## src/verilog/vwrite_pkg.sv

```systemverilog
package vwrite_pkg;

   // buffer address width
   localparam int ADDR_W = 10;

   // stream and buffer word width
   localparam int DATA_W = 32;

   // databus address width
   localparam int AXI_ADDR_W = 32;

   // period and duty counters
   localparam int PERIOD_W = 8;

   // burst length field on the databus
   localparam int LEN_W = 8;

   // start delay of a generator
   localparam int DELAY_W = 7;

   // one loop of an address generator
   typedef struct packed {
      logic [ADDR_W-1:0]   start;
      logic [PERIOD_W-1:0] period;
      // steps per period that store
      logic [PERIOD_W-1:0] duty;
      logic [ADDR_W-1:0]   incr;
      // base step between iterations
      logic [ADDR_W-1:0]   shift;
      logic [ADDR_W-1:0]   iter;
      logic [DELAY_W-1:0]  delay;
   } gen_cfg_t;

endpackage
```

## src/verilog/word_stream_if.sv

```systemverilog
interface word_stream_if #(
   parameter int DATA_W = vwrite_pkg::DATA_W
);

   logic              valid;
   logic              ready;
   logic [DATA_W-1:0] data;
   // final word of the run as flagged by the consumer
   logic              last;

   modport src (
      output valid,
      output data,
      input  ready,
      input  last
   );

   modport snk (
      input  valid,
      input  data,
      output ready,
      output last
   );

endinterface

```

## src/verilog/vwrite_top.sv

```systemverilog
module vwrite_top #(
   parameter int ADDR_W     = vwrite_pkg::ADDR_W,
   parameter int DATA_W     = vwrite_pkg::DATA_W,
   parameter int AXI_ADDR_W = vwrite_pkg::AXI_ADDR_W,
   parameter int PERIOD_W   = vwrite_pkg::PERIOD_W,
   parameter int LEN_W      = vwrite_pkg::LEN_W,
   parameter int DELAY_W    = vwrite_pkg::DELAY_W
) (
   input  logic                  clk,
   input  logic                  rst,
   input  logic                  run_i,
   input  logic                  running_i,
   output logic                  done_o,
   input  logic                  ping_pong_i,
   input  logic                  write_enable_i,
   input  logic [AXI_ADDR_W-1:0] ext_addr_i,
   input  logic [AXI_ADDR_W-1:0] addr_shift_i,
   input  logic [LEN_W-1:0]      burst_len_i,
   input  logic [ADDR_W-1:0]     amount_minus_one_i,
   input  logic [ADDR_W-1:0]     store_start_i,
   input  logic [PERIOD_W-1:0]   store_per_i,
   input  logic [PERIOD_W-1:0]   store_duty_i,
   input  logic [ADDR_W-1:0]     store_incr_i,
   input  logic [ADDR_W-1:0]     store_shift_i,
   input  logic [ADDR_W-1:0]     store_iter_i,
   input  logic [DELAY_W-1:0]    store_delay_i,
   input  logic [ADDR_W-1:0]     read_start_i,
   input  logic [PERIOD_W-1:0]   read_per_i,
   input  logic [ADDR_W-1:0]     read_incr_i,
   input  logic [ADDR_W-1:0]     read_shift_i,
   input  logic [ADDR_W-1:0]     read_iter_i,
   input  logic [DATA_W-1:0]     in_data_i,
   output logic                  mem_wr_o,
   output logic [ADDR_W-1:0]     mem_wr_addr_o,
   output logic [DATA_W-1:0]     mem_wr_data_o,
   output logic                  mem_rd_o,
   output logic [ADDR_W-1:0]     mem_rd_addr_o,
   input  logic [DATA_W-1:0]     mem_rd_data_i,
   output logic                  bus_valid_o,
   input  logic                  bus_ready_i,
   output logic [AXI_ADDR_W-1:0] bus_addr_o,
   output logic [DATA_W-1:0]     bus_wdata_o,
   output logic [DATA_W/8-1:0]   bus_wstrb_o,
   output logic [LEN_W-1:0]      bus_len_o,
   input  logic                  bus_last_i
);

   vwrite_pkg::gen_cfg_t store_cfg;
   vwrite_pkg::gen_cfg_t read_cfg;

   logic              read_run;
   logic              store_valid;
   logic              store_flag;
   logic              store_done;
   logic              xfer_done;
   logic [ADDR_W-1:0] store_addr_raw;
   logic              read_valid;
   logic              read_ready;
   logic [ADDR_W-1:0] read_addr_raw;
   logic [ADDR_W-1:0] read_addr;
   logic [ADDR_W-1:0] word_count;

   word_stream_if #(.DATA_W(DATA_W)) rd_stream ();

   assign store_cfg.start  = store_start_i;
   assign store_cfg.period = store_per_i;
   assign store_cfg.duty   = store_duty_i;
   assign store_cfg.incr   = store_incr_i;
   assign store_cfg.shift  = store_shift_i;
   assign store_cfg.iter   = store_iter_i;
   assign store_cfg.delay  = store_delay_i;

   // read side stores on every step and starts at once
   assign read_cfg.start  = read_start_i;
   assign read_cfg.period = read_per_i;
   assign read_cfg.duty   = read_per_i;
   assign read_cfg.incr   = read_incr_i;
   assign read_cfg.shift  = read_shift_i;
   assign read_cfg.iter   = read_iter_i;
   assign read_cfg.delay  = '0;

   assign word_count = amount_minus_one_i + ADDR_W'(1);

   write_ctrl #(
      .ADDR_W(ADDR_W)
   ) ctrl (
      .clk           (clk),
      .rst           (rst),
      .run_i         (run_i),
      .running_i     (running_i),
      .ping_pong_i   (ping_pong_i),
      .write_enable_i(write_enable_i),
      .store_done_i  (store_done),
      .xfer_done_i   (xfer_done),
      .store_addr_i  (store_addr_raw),
      .read_addr_i   (read_addr_raw),
      .done_o        (done_o),
      .read_run_o    (read_run),
      .store_addr_o  (mem_wr_addr_o),
      .read_addr_o   (read_addr)
   );

   addr_gen #(
      .ADDR_W  (ADDR_W),
      .PERIOD_W(PERIOD_W),
      .DELAY_W (DELAY_W)
   ) store_gen (
      .clk    (clk),
      .rst    (rst),
      .run_i  (run_i),
      .cfg_i  (store_cfg),
      .ready_i(1'b1),
      .valid_o(store_valid),
      .addr_o (store_addr_raw),
      .store_o(store_flag),
      .done_o (store_done)
   );

   // input word lands in the buffer on the step itself
   assign mem_wr_o      = store_valid && store_flag;
   assign mem_wr_data_o = in_data_i;

   addr_gen #(
      .ADDR_W  (ADDR_W),
      .PERIOD_W(PERIOD_W),
      .DELAY_W (DELAY_W)
   ) read_gen (
      .clk    (clk),
      .rst    (rst),
      .run_i  (read_run),
      .cfg_i  (read_cfg),
      .ready_i(read_ready),
      .valid_o(read_valid),
      .addr_o (read_addr_raw),
      .store_o(),
      .done_o ()
   );

   mem_reader #(
      .ADDR_W(ADDR_W),
      .DATA_W(DATA_W)
   ) reader (
      .clk        (clk),
      .rst        (rst),
      .gen_valid_i(read_valid),
      .gen_addr_i (read_addr),
      .mem_data_i (mem_rd_data_i),
      .gen_ready_o(read_ready),
      .mem_en_o   (mem_rd_o),
      .mem_addr_o (mem_rd_addr_o),
      .out        (rd_stream.src)
   );

   burst_writer #(
      .ADDR_W    (ADDR_W),
      .DATA_W    (DATA_W),
      .AXI_ADDR_W(AXI_ADDR_W),
      .LEN_W     (LEN_W)
   ) writer (
      .clk         (clk),
      .rst         (rst),
      .run_i       (read_run),
      .count_i     (word_count),
      .start_addr_i(ext_addr_i),
      .addr_shift_i(addr_shift_i),
      .burst_len_i (burst_len_i),
      .bus_ready_i (bus_ready_i),
      .bus_last_i  (bus_last_i),
      .bus_valid_o (bus_valid_o),
      .bus_addr_o  (bus_addr_o),
      .bus_wdata_o (bus_wdata_o),
      .bus_wstrb_o (bus_wstrb_o),
      .bus_len_o   (bus_len_o),
      .done_o      (xfer_done),
      .in          (rd_stream.snk)
   );

endmodule

```

## src/verilog/write_ctrl.sv

```systemverilog
module write_ctrl #(
   parameter int ADDR_W = 10
) (
   input  logic              clk,
   input  logic              rst,
   input  logic              run_i,
   input  logic              running_i,
   input  logic              ping_pong_i,
   input  logic              write_enable_i,
   input  logic              store_done_i,
   input  logic              xfer_done_i,
   input  logic [ADDR_W-1:0] store_addr_i,
   input  logic [ADDR_W-1:0] read_addr_i,
   output logic              done_o,
   output logic              read_run_o,
   output logic [ADDR_W-1:0] store_addr_o,
   output logic [ADDR_W-1:0] read_addr_o
);

   logic store_done_q;
   // bank the store side fills in this run
   logic bank_q;

   always_ff @(posedge clk or posedge rst) begin
      if (rst) begin
         store_done_q <= 1'b1;
      end else if (run_i) begin
         store_done_q <= 1'b0;
      end else if (running_i) begin
         store_done_q <= store_done_i;
      end
   end

   always_ff @(posedge clk or posedge rst) begin
      if (rst) begin
         bank_q <= 1'b0;
      end else if (run_i) begin
         bank_q <= ping_pong_i ? !bank_q : 1'b0;
      end
   end

   // transfer done stays high when writing is off
   assign done_o     = store_done_q && xfer_done_i;
   assign read_run_o = run_i && write_enable_i;

   // top address bit selects the bank under ping-pong
   assign store_addr_o = ping_pong_i ? {bank_q, store_addr_i[ADDR_W-2:0]} : store_addr_i;
   assign read_addr_o  = ping_pong_i ? {!bank_q, read_addr_i[ADDR_W-2:0]} : read_addr_i;

endmodule

```

## src/verilog/burst_writer.sv

```systemverilog
module burst_writer #(
   parameter int ADDR_W     = 10,
   parameter int DATA_W     = 32,
   parameter int AXI_ADDR_W = 32,
   parameter int LEN_W      = 8
) (
   input  logic                  clk,
   input  logic                  rst,
   input  logic                  run_i,
   input  logic [ADDR_W-1:0]     count_i,
   input  logic [AXI_ADDR_W-1:0] start_addr_i,
   input  logic [AXI_ADDR_W-1:0] addr_shift_i,
   input  logic [LEN_W-1:0]      burst_len_i,
   input  logic                  bus_ready_i,
   input  logic                  bus_last_i,
   output logic                  bus_valid_o,
   output logic [AXI_ADDR_W-1:0] bus_addr_o,
   output logic [DATA_W-1:0]     bus_wdata_o,
   output logic [DATA_W/8-1:0]   bus_wstrb_o,
   output logic [LEN_W-1:0]      bus_len_o,
   output logic                  done_o,
   word_stream_if.snk            in
);

   logic                  active_q;
   logic                  done_q;
   logic [ADDR_W-1:0]     remain_q;
   logic [LEN_W-1:0]      beat_q;
   logic [AXI_ADDR_W-1:0] addr_q;
   logic                  beat_fire;
   logic                  final_word;
   logic                  burst_end;

   // beats pass straight from the stream to the bus
   assign bus_valid_o = active_q && in.valid;
   assign in.ready    = active_q && bus_ready_i;
   assign beat_fire   = bus_valid_o && bus_ready_i;

   assign final_word = (remain_q == ADDR_W'(1));
   // slave may close a burst early with last
   assign burst_end  = bus_last_i || (beat_q == burst_len_i - LEN_W'(1));
   assign in.last    = active_q && final_word;

   assign bus_addr_o  = addr_q;
   assign bus_wdata_o = in.data;
   assign bus_wstrb_o = '1;
   assign bus_len_o   = burst_len_i;
   assign done_o      = done_q;

   always_ff @(posedge clk or posedge rst) begin
      if (rst) begin
         active_q <= 1'b0;
         done_q   <= 1'b1;
         remain_q <= '0;
         beat_q   <= '0;
      end else if (run_i) begin
         active_q <= (count_i != '0);
         done_q   <= (count_i == '0);
         remain_q <= count_i;
         beat_q   <= '0;
      end else if (beat_fire) begin
         remain_q <= remain_q - ADDR_W'(1);
         if (final_word) begin
            active_q <= 1'b0;
            done_q   <= 1'b1;
         end else if (burst_end) begin
            beat_q <= '0;
         end else begin
            beat_q <= beat_q + LEN_W'(1);
         end
      end
   end

   // burst address steps once per completed burst
   always_ff @(posedge clk) begin
      if (run_i) begin
         addr_q <= start_addr_i;
      end else if (beat_fire && burst_end && !final_word) begin
         addr_q <= addr_q + addr_shift_i;
      end
   end

endmodule

```

## src/verilog/mem_reader.sv

```systemverilog
module mem_reader #(
   parameter int ADDR_W = 10,
   parameter int DATA_W = 32
) (
   input  logic              clk,
   input  logic              rst,
   input  logic              gen_valid_i,
   input  logic [ADDR_W-1:0] gen_addr_i,
   input  logic [DATA_W-1:0] mem_data_i,
   output logic              gen_ready_o,
   output logic              mem_en_o,
   output logic [ADDR_W-1:0] mem_addr_o,
   word_stream_if.src        out
);

   // word returning from the buffer this cycle
   logic              pend_q;
   logic              skid_valid_q;
   logic [DATA_W-1:0] skid_data_q;
   logic              out_fire;
   logic              flush;

   assign out.valid = skid_valid_q || pend_q;
   assign out.data  = skid_valid_q ? skid_data_q : mem_data_i;
   assign out_fire  = out.valid && out.ready;
   assign flush     = out_fire && out.last;

   // at most one word may be held once the consumer stalls
   assign gen_ready_o = out.ready || !(skid_valid_q || pend_q);
   assign mem_en_o    = gen_valid_i && gen_ready_o;
   assign mem_addr_o  = gen_addr_i;

   always_ff @(posedge clk or posedge rst) begin
      if (rst) begin
         pend_q       <= 1'b0;
         skid_valid_q <= 1'b0;
      end else if (flush) begin
         // nothing survives the end of a run
         pend_q       <= 1'b0;
         skid_valid_q <= 1'b0;
      end else begin
         pend_q <= mem_en_o;
         if (skid_valid_q) begin
            if (out.ready) begin
               skid_valid_q <= pend_q;
            end
         end else if (pend_q && !out.ready) begin
            skid_valid_q <= 1'b1;
         end
      end
   end

   // park the returned word when it cannot go out directly
   always_ff @(posedge clk) begin
      if (pend_q && (skid_valid_q == out.ready)) begin
         skid_data_q <= mem_data_i;
      end
   end

endmodule

```

## src/verilog/addr_gen.sv

```systemverilog
module addr_gen #(
   parameter int ADDR_W   = 10,
   parameter int PERIOD_W = 8,
   parameter int DELAY_W  = 7
) (
   input  logic                 clk,
   input  logic                 rst,
   input  logic                 run_i,
   input  vwrite_pkg::gen_cfg_t cfg_i,
   input  logic                 ready_i,
   output logic                 valid_o,
   output logic [ADDR_W-1:0]    addr_o,
   output logic                 store_o,
   output logic                 done_o
);

   logic                active_q;
   logic                done_q;
   logic [DELAY_W-1:0]  delay_q;
   logic [PERIOD_W-1:0] step_q;
   logic [ADDR_W-1:0]   iter_q;
   logic [ADDR_W-1:0]   addr_q;
   logic [ADDR_W-1:0]   base_q;
   logic                fire;
   logic                step_last;
   logic                iter_last;
   logic                cfg_empty;

   // steps are offered once the delay has run out
   assign valid_o   = active_q && (delay_q == '0);
   assign fire      = valid_o && ready_i;
   assign step_last = (step_q == cfg_i.period - PERIOD_W'(1));
   assign iter_last = (iter_q == cfg_i.iter - ADDR_W'(1));
   assign cfg_empty = (cfg_i.period == '0) || (cfg_i.iter == '0);

   assign addr_o  = addr_q;
   assign store_o = (step_q < cfg_i.duty);
   assign done_o  = done_q;

   always_ff @(posedge clk or posedge rst) begin
      if (rst) begin
         active_q <= 1'b0;
         done_q   <= 1'b1;
         delay_q  <= '0;
         step_q   <= '0;
         iter_q   <= '0;
      end else if (run_i) begin
         // a loop with no steps finishes at once
         active_q <= !cfg_empty;
         done_q   <= cfg_empty;
         delay_q  <= cfg_i.delay;
         step_q   <= '0;
         iter_q   <= '0;
      end else if (active_q) begin
         if (delay_q != '0) begin
            delay_q <= delay_q - DELAY_W'(1);
         end else if (fire) begin
            if (!step_last) begin
               step_q <= step_q + PERIOD_W'(1);
            end else begin
               step_q <= '0;
               if (iter_last) begin
                  active_q <= 1'b0;
                  done_q   <= 1'b1;
               end else begin
                  iter_q <= iter_q + ADDR_W'(1);
               end
            end
         end
      end
   end

   // running address and iteration base
   always_ff @(posedge clk) begin
      if (run_i) begin
         addr_q <= cfg_i.start;
         base_q <= cfg_i.start;
      end else if (fire) begin
         if (step_last) begin
            addr_q <= base_q + cfg_i.shift;
            base_q <= base_q + cfg_i.shift;
         end else begin
            addr_q <= addr_q + cfg_i.incr;
         end
      end
   end

endmodule

```

## config.mk

```make
export PLATFORM = sky130hd
export DESIGN_NAME = vwrite_top
export DESIGN_NICKNAME = d
export VERILOG_FILES = /design/src/verilog/vwrite_pkg.sv /design/src/verilog/word_stream_if.sv /design/src/verilog/vwrite_top.sv /design/src/verilog/write_ctrl.sv /design/src/verilog/burst_writer.sv /design/src/verilog/mem_reader.sv /design/src/verilog/addr_gen.sv
export SDC_FILE = /design/constraint.sdc
export NUM_CORES = 1
export LEC_CHECK = 0
export ABC_AREA = 1
export ABC_CLOCK_PERIOD_IN_PS = 4000
export BUFFER_PORTS_ARGS = -buffer_cell sky130_fd_sc_hd__buf_2
export CAP_MARGIN = 20
export CORE_UTILIZATION = 45
export CTS_CLUSTER_DIAMETER = 30
export DETAILED_ROUTE_END_ITERATION = 10
export PLACE_DENSITY = 0.68
export SLEW_MARGIN = 30
export SYNTH_ARGS = -nofsm -noshare
export SYNTH_HDL_FRONTEND = slang
export SYNTH_SLANG_ARGS = --single-unit
```

## constraint.sdc

```tcl
create_clock -name clk -period 4 [get_ports clk]
set_clock_uncertainty 0.2 [all_clocks]
set_input_delay 1 -clock clk [delete_from_list [all_inputs] [get_ports clk]]
set_output_delay 1 -clock clk [all_outputs]
set_load 0.02 [all_outputs]
```

* After elaboration in Yosys (flattened, before gate mapping) *
Cells that the tools add are included.

operators by class
  add/sub/neg operators = 19
  order comparisons = 1
  equality and inequality tests = 12
  mux-type cells = 83
  reduce and logical (&&, ||, !) cells = 61

operators by type and width
  operator               number
  $mux 10                28
  $mux 8                 14
  $mux 32                3
  $mux 7                 6
  $add 10x10->10         4
  $add 32x32->32         1
  $mux 1                 32
  $add 10x1->10 const B  3
  $logic_not 10->1       3
  $sub 10x1->10 const B  3
  $reduce_bool 2->1      13
  $add 8x1->8 const B    3
  $eq 8x8->1             3
  $sub 8x1->8 const B    3
  $eq 10x10->1           2
  $logic_and 1x1->1      16
  $logic_not 8->1        2
  $reduce_and 5->1       3
  $logic_not 7->1        2
  $reduce_bool 7->1      2
  $sub 7x1->7 const B    2
  $reduce_and 2->1       6
  $eq 10x1->1 const B    1
  $ne 2x2->1 const B     5
  6 further kinds        16

storage, ports and cells
  bits in registers = 181
  logic and storage cells = 199

* Depth between registers and ports, before layout *
  depth in word-level cells = 8
  mapped depth = 15

* By module *
A second synthesis with hierarchy kept.

unflattened totals
  cell total of the unflattened synthesis = 2361
  area total of the unflattened synthesis = 16275.6 um2

modules (own cells, without submodules)
  module        instances  cells an instance  area each (um2)
  addr_gen      2          616                4236.6
  burst_writer  1          852                5484.0
  mem_reader    1          163                1596.5
  vwrite_top    1          74                 455.4
  write_ctrl    1          40                 266.5

* Worst setup path before layout *
No wires, ideal clock.

  kind = input-to-reg
  from = input bus_ready_i
  to = register reader.skid_data_q[0], enable pin
  arrival = 2.782 ns
  required time = 3.368 ns
  path slack = 0.586 ns
  stages = 3
  cells stage by stage = nand2_1 > o21ai_0 > a21oi_1

on the way
  word-level cells in the longest chain between the ends = 3

ends and longest elaborated chain
  item                  RTL line            RTL
  from (decl)           vwrite_top.sv:40    input logic bus_ready_i,
  $logic_and 1x1->1     burst_writer.sv:36  assign in.ready = active_q && bus_ready_i;
  $eq 1x1->1            mem_reader.sv:55    if (pend_q && (skid_valid_q == out.ready)) begin
  $logic_and 1x1->1     mem_reader.sv:55
  to (signal assigned)  mem_reader.sv:56    skid_data_q <= mem_data_i;
  to (decl)             mem_reader.sv:19    logic [DATA_W-1:0] skid_data_q;

No other way between the ends.
A chain may end at the register's enable or synchronous reset.

* Final worst setup path *
  from = input store_duty_i[1]
  to = output mem_wr_o

on the way
  word-level cells in the longest chain between the ends = 2

ends and longest elaborated chain
  item               RTL line           RTL
  from (decl)        vwrite_top.sv:22   input logic [PERIOD_W-1:0] store_duty_i,
  $lt 8x8->1         addr_gen.sv:37     assign store_o = (step_q < cfg_i.duty);
  $logic_and 1x1->1  vwrite_top.sv:120  assign mem_wr_o = store_valid && store_flag;
  to (decl)          vwrite_top.sv:33   output logic mem_wr_o,

No other way between the ends.

==> impl_results.md <==
- Worst slew pin tran: roughly 0.81 ns
- Startpoint types: input port
- Post-Layout Cell Count: roughly 2.6k
- Yosys warns: 0
- Post-route setup slack: 0.510 ns
- CTS clk-pin slew, worst paths: around 0.060 ns
- Vias per inst: 5.20
- Post-CTS setup buffers: 0
- # rows: 65
- Ys async rst share: 42.5%
- Grt total ovfl: 0
- First-pass GRT wire length: ~64 mm
- Primary FF master, synth: edfxtp_1
- Sink Count: 181
- Number of CTS-inserted buffers: 17
- Most instantiated cells after synthesis: nand2_1 (538), inv_1 (207), nor2_1 (168), nand3_1 (115), o21ai_0 (106)
- Routability cong.: 0.988
- Synth top area share: between 20% and 30%
- RSZ-0062 raised after global routing: false
- Hpwl dp: between 30 and 40 mm
- Largest net degree at the start of global routing: 78
- Die Y-Extent: between 150 and 200 um
- Worst-Skew Late Latency: between 0.4 and 0.5 ns
- EDFF count, synth: between 100 and 150
- Netlist cell types: 56
- Net Sw Power: slightly below 3 mW
- Max Freq: approximately 0.29 GHz
- Cells after synthesis: 1948
- Power Total: about 7 mW
- Comb pwr share: between 40% and 50%
- Count of pins over their slew limit: 0
- Drt pass-1 iters: 5
- Worst Setup End Kind: output port
- VDD IR max: 0.000358 V
- Routed len/inst: 15.3 um
- GR Util All Layers: about a quarter
- Top cells by area, synth: edfxtp_1 (22%), nand2_1 (14%), dfrtp_1 (13%)
- Req. time, crit path: between 2 and 3 ns
- Clk pwr share: between 20% and 30%
- H-Tree Depth: 4
- Final nets: about 2.6k
- CTS tree: built
- Post-CTS Hold Buffers: 0
- Sw frac: about two fifths
- Seq pwr share: between 30% and 40%
- Post-Synth XOR/XNOR Area: 7.79%
- Max clock buf depth: 2
- Mean post-synth cell area: roughly 7.4 sq um
- Min Clock Period, post-route: roughly 3.5 ns
- Setup WS pre-CTS: a little under 0.5 ns
- Multiplexer share of the synthesized area: 0%
- Post-synthesis compound-gate area fraction: 10.6%
- Final Cycle Share: 87.2%
- Sequential share of the synthesized area: about a third
- Initial DRC Count: a little under 1k
- Hold/Removal Path Class: flip-flop to flip-flop
- Max cap viols: 0
- Die area: about 33000 sq um
- Largest area contributor in the netlist: edfxtp_1
- Final instance area: approximately 17000 sq um
- Via count: between 10k and 15k
- Chip width: between 150 and 200 um
- Crit-path max FO: 1
- Final hold violation count: 0
- Vias in the first global route: between 10k and 15k
- Post-synthesis cell area: 14500 sq um
- Internal power: 4.20 mW
- I/O Pins: 397
- Root Driver: clkbuf_16
- PortBufs: 328
- Setup TNS Final: 0 ns
- Setup CP Type: input port to output port
- Placement Cell Area: between 15000 and 20000 sq um
- Outcome: completed
- Pwr dens: ~430 nW/um^2
- Yosys reg bits: approximately 180
- Largest family of logic cells by synthesized area: simple AND/OR/NAND/NOR gates
- Core Footprint: approximately 32000 sq um
- LEAKAGE: about 8.3 nW
- PostCTS Resize Cnt: 0
- Final setup vio count: 0
- Residual DRC: 0
- Post-synthesis adder-cell area fraction: 8.46%
- Initial antenna violation count: 6
- Area Growth Syn to Fin: 15.8%
- Layout cells sized above 1: between 10% and 20%
- Synth Area in Simple Gates: 28.4%
- Count leader, synth: nand2_1
- Final wirelength: approximately 40 mm
- Initial core utilization: a little under half
- Rel. slew slack: 45.9%
- Dpl cells: approximately 2.6k
- Crit path DAT: 2.29 ns
- Antenna viol nets, final: 0
==> power groups by stage <==
stage          Clock, mW  Sequential, mW  Combinational [mW]
6_report            1.69            2.52                2.91
5_1_grt             1.81            2.55                3.28
4_1_cts             1.74            2.52                2.90
3_5_place_dp           0            2.55                2.88
3_3_place_gp           0            2.54                2.86
2_1_floorplan          0            2.55                2.09
==> per-stage QoR <==
step / hold WS [ns] / util, %
after floorplan: 0.234 / -
after global placement: 0.249 / 51.0
after detailed placement: 0.263 / 51.0
after CTS: 0.272 / 52.9
after global routing: 0.274 / 53.0
final: 0.265 / 53.0
==> logic make-up (layout without fill, tap and decap cells) <==
kind of cell,count (synthesis),count (layout)
AND/OR/NAND/NOR,954,954
other,1,10
AO/OA/AOI/OAI,278,278
buffers and inverters,311,586
flip-flops,181,181
XOR/XNOR,128,128
adder cells (fa/ha/maj),95,95
==> flip-flops by register name, summed over array words and instances (netlist names), 7 cells and up <==
name,count
read_gen.addr_o,10
read_gen.base_q,10
read_gen.delay_q,7
read_gen.iter_q,10
read_gen.step_q,8
reader.skid_data_q,32
store_gen.addr_o,10
store_gen.base_q,10
store_gen.delay_q,7
store_gen.iter_q,10
store_gen.step_q,8
writer.beat_q,8
writer.bus_addr_o,32
writer.remain_q,10
==> cells in the final DEF (no fill, tap or decap), types with 18 or more instances in the layout <==
master,count
nand2_1,537
buf_2,328
inv_1,204
nor2_1,168
nand3_1,115
o21ai_0,106
edfxtp_1,104
a21oi_1,97
ha_1,90
xor2_1,81
dfrtp_1,74
xnor2_1,46
nand4_1,38
nor3_1,32
clkbuf_16,18
==> worst max-delay path, cell delays in order <==
cell and delay, ns:
buf_2 0.07, inv_1 0.03, ha_1 0.26, a21boi_0 0.12, o211ai_1 0.17, nand2_1 0.07, a21oi_1 0.17, o21bai_1 0.08
a31oi_1 0.13, buf_2 0.18
==> area by class of cell <==
cell class | count | area [sq um]
Antenna cell | 6 | 15.0
Clock buffer | 18 | 450
Clock inverter | 14 | 129
Fill cell | 3069 | 14900
Inverter | 214 | 805
Multi-Input combinational cell | 1459 | 8040
Sequential cell | 181 | 5050
Tap cell | 402 | 503
Timing Repair Buffer | 340 | 1780
==> path summary, 6_finish.rpt <==
| check | from | end | slack, ns | cells past startpoint |
|---|---|---|---|---|
| max in group asynchronous | rst | writer.done_o | 2.81 | 3 |
| min in group asynchronous | rst | store_gen.iter_q[2] | 0.44 | 3 |
| setup reg to reg | writer.bus_addr_o[0] | writer.bus_addr_o[30] | 1.20 | 11 |
| hold / removal | read_gen.active_q | read_gen.delay_q[6] | 0.27 | 1 |
| hold reg to reg | read_gen.active_q | read_gen.delay_q[6] | 0.27 | 1 |
| setup / recovery | store_duty_i[1] | mem_wr_o | 0.51 | 10 |
==> routing by layer <==
metal / GRT usage [%] / part of all wire, % / routed length, um
met5: 0 / 0 / 0
met4: 10.1 / 2.7 / 1080
met3: 3.79 / 5.3 / 2120
met2: 39.8 / 46 / 18500
met1: 32.9 / 46 / 18500
No activity file was read; power rests on OpenSTA's default activity.
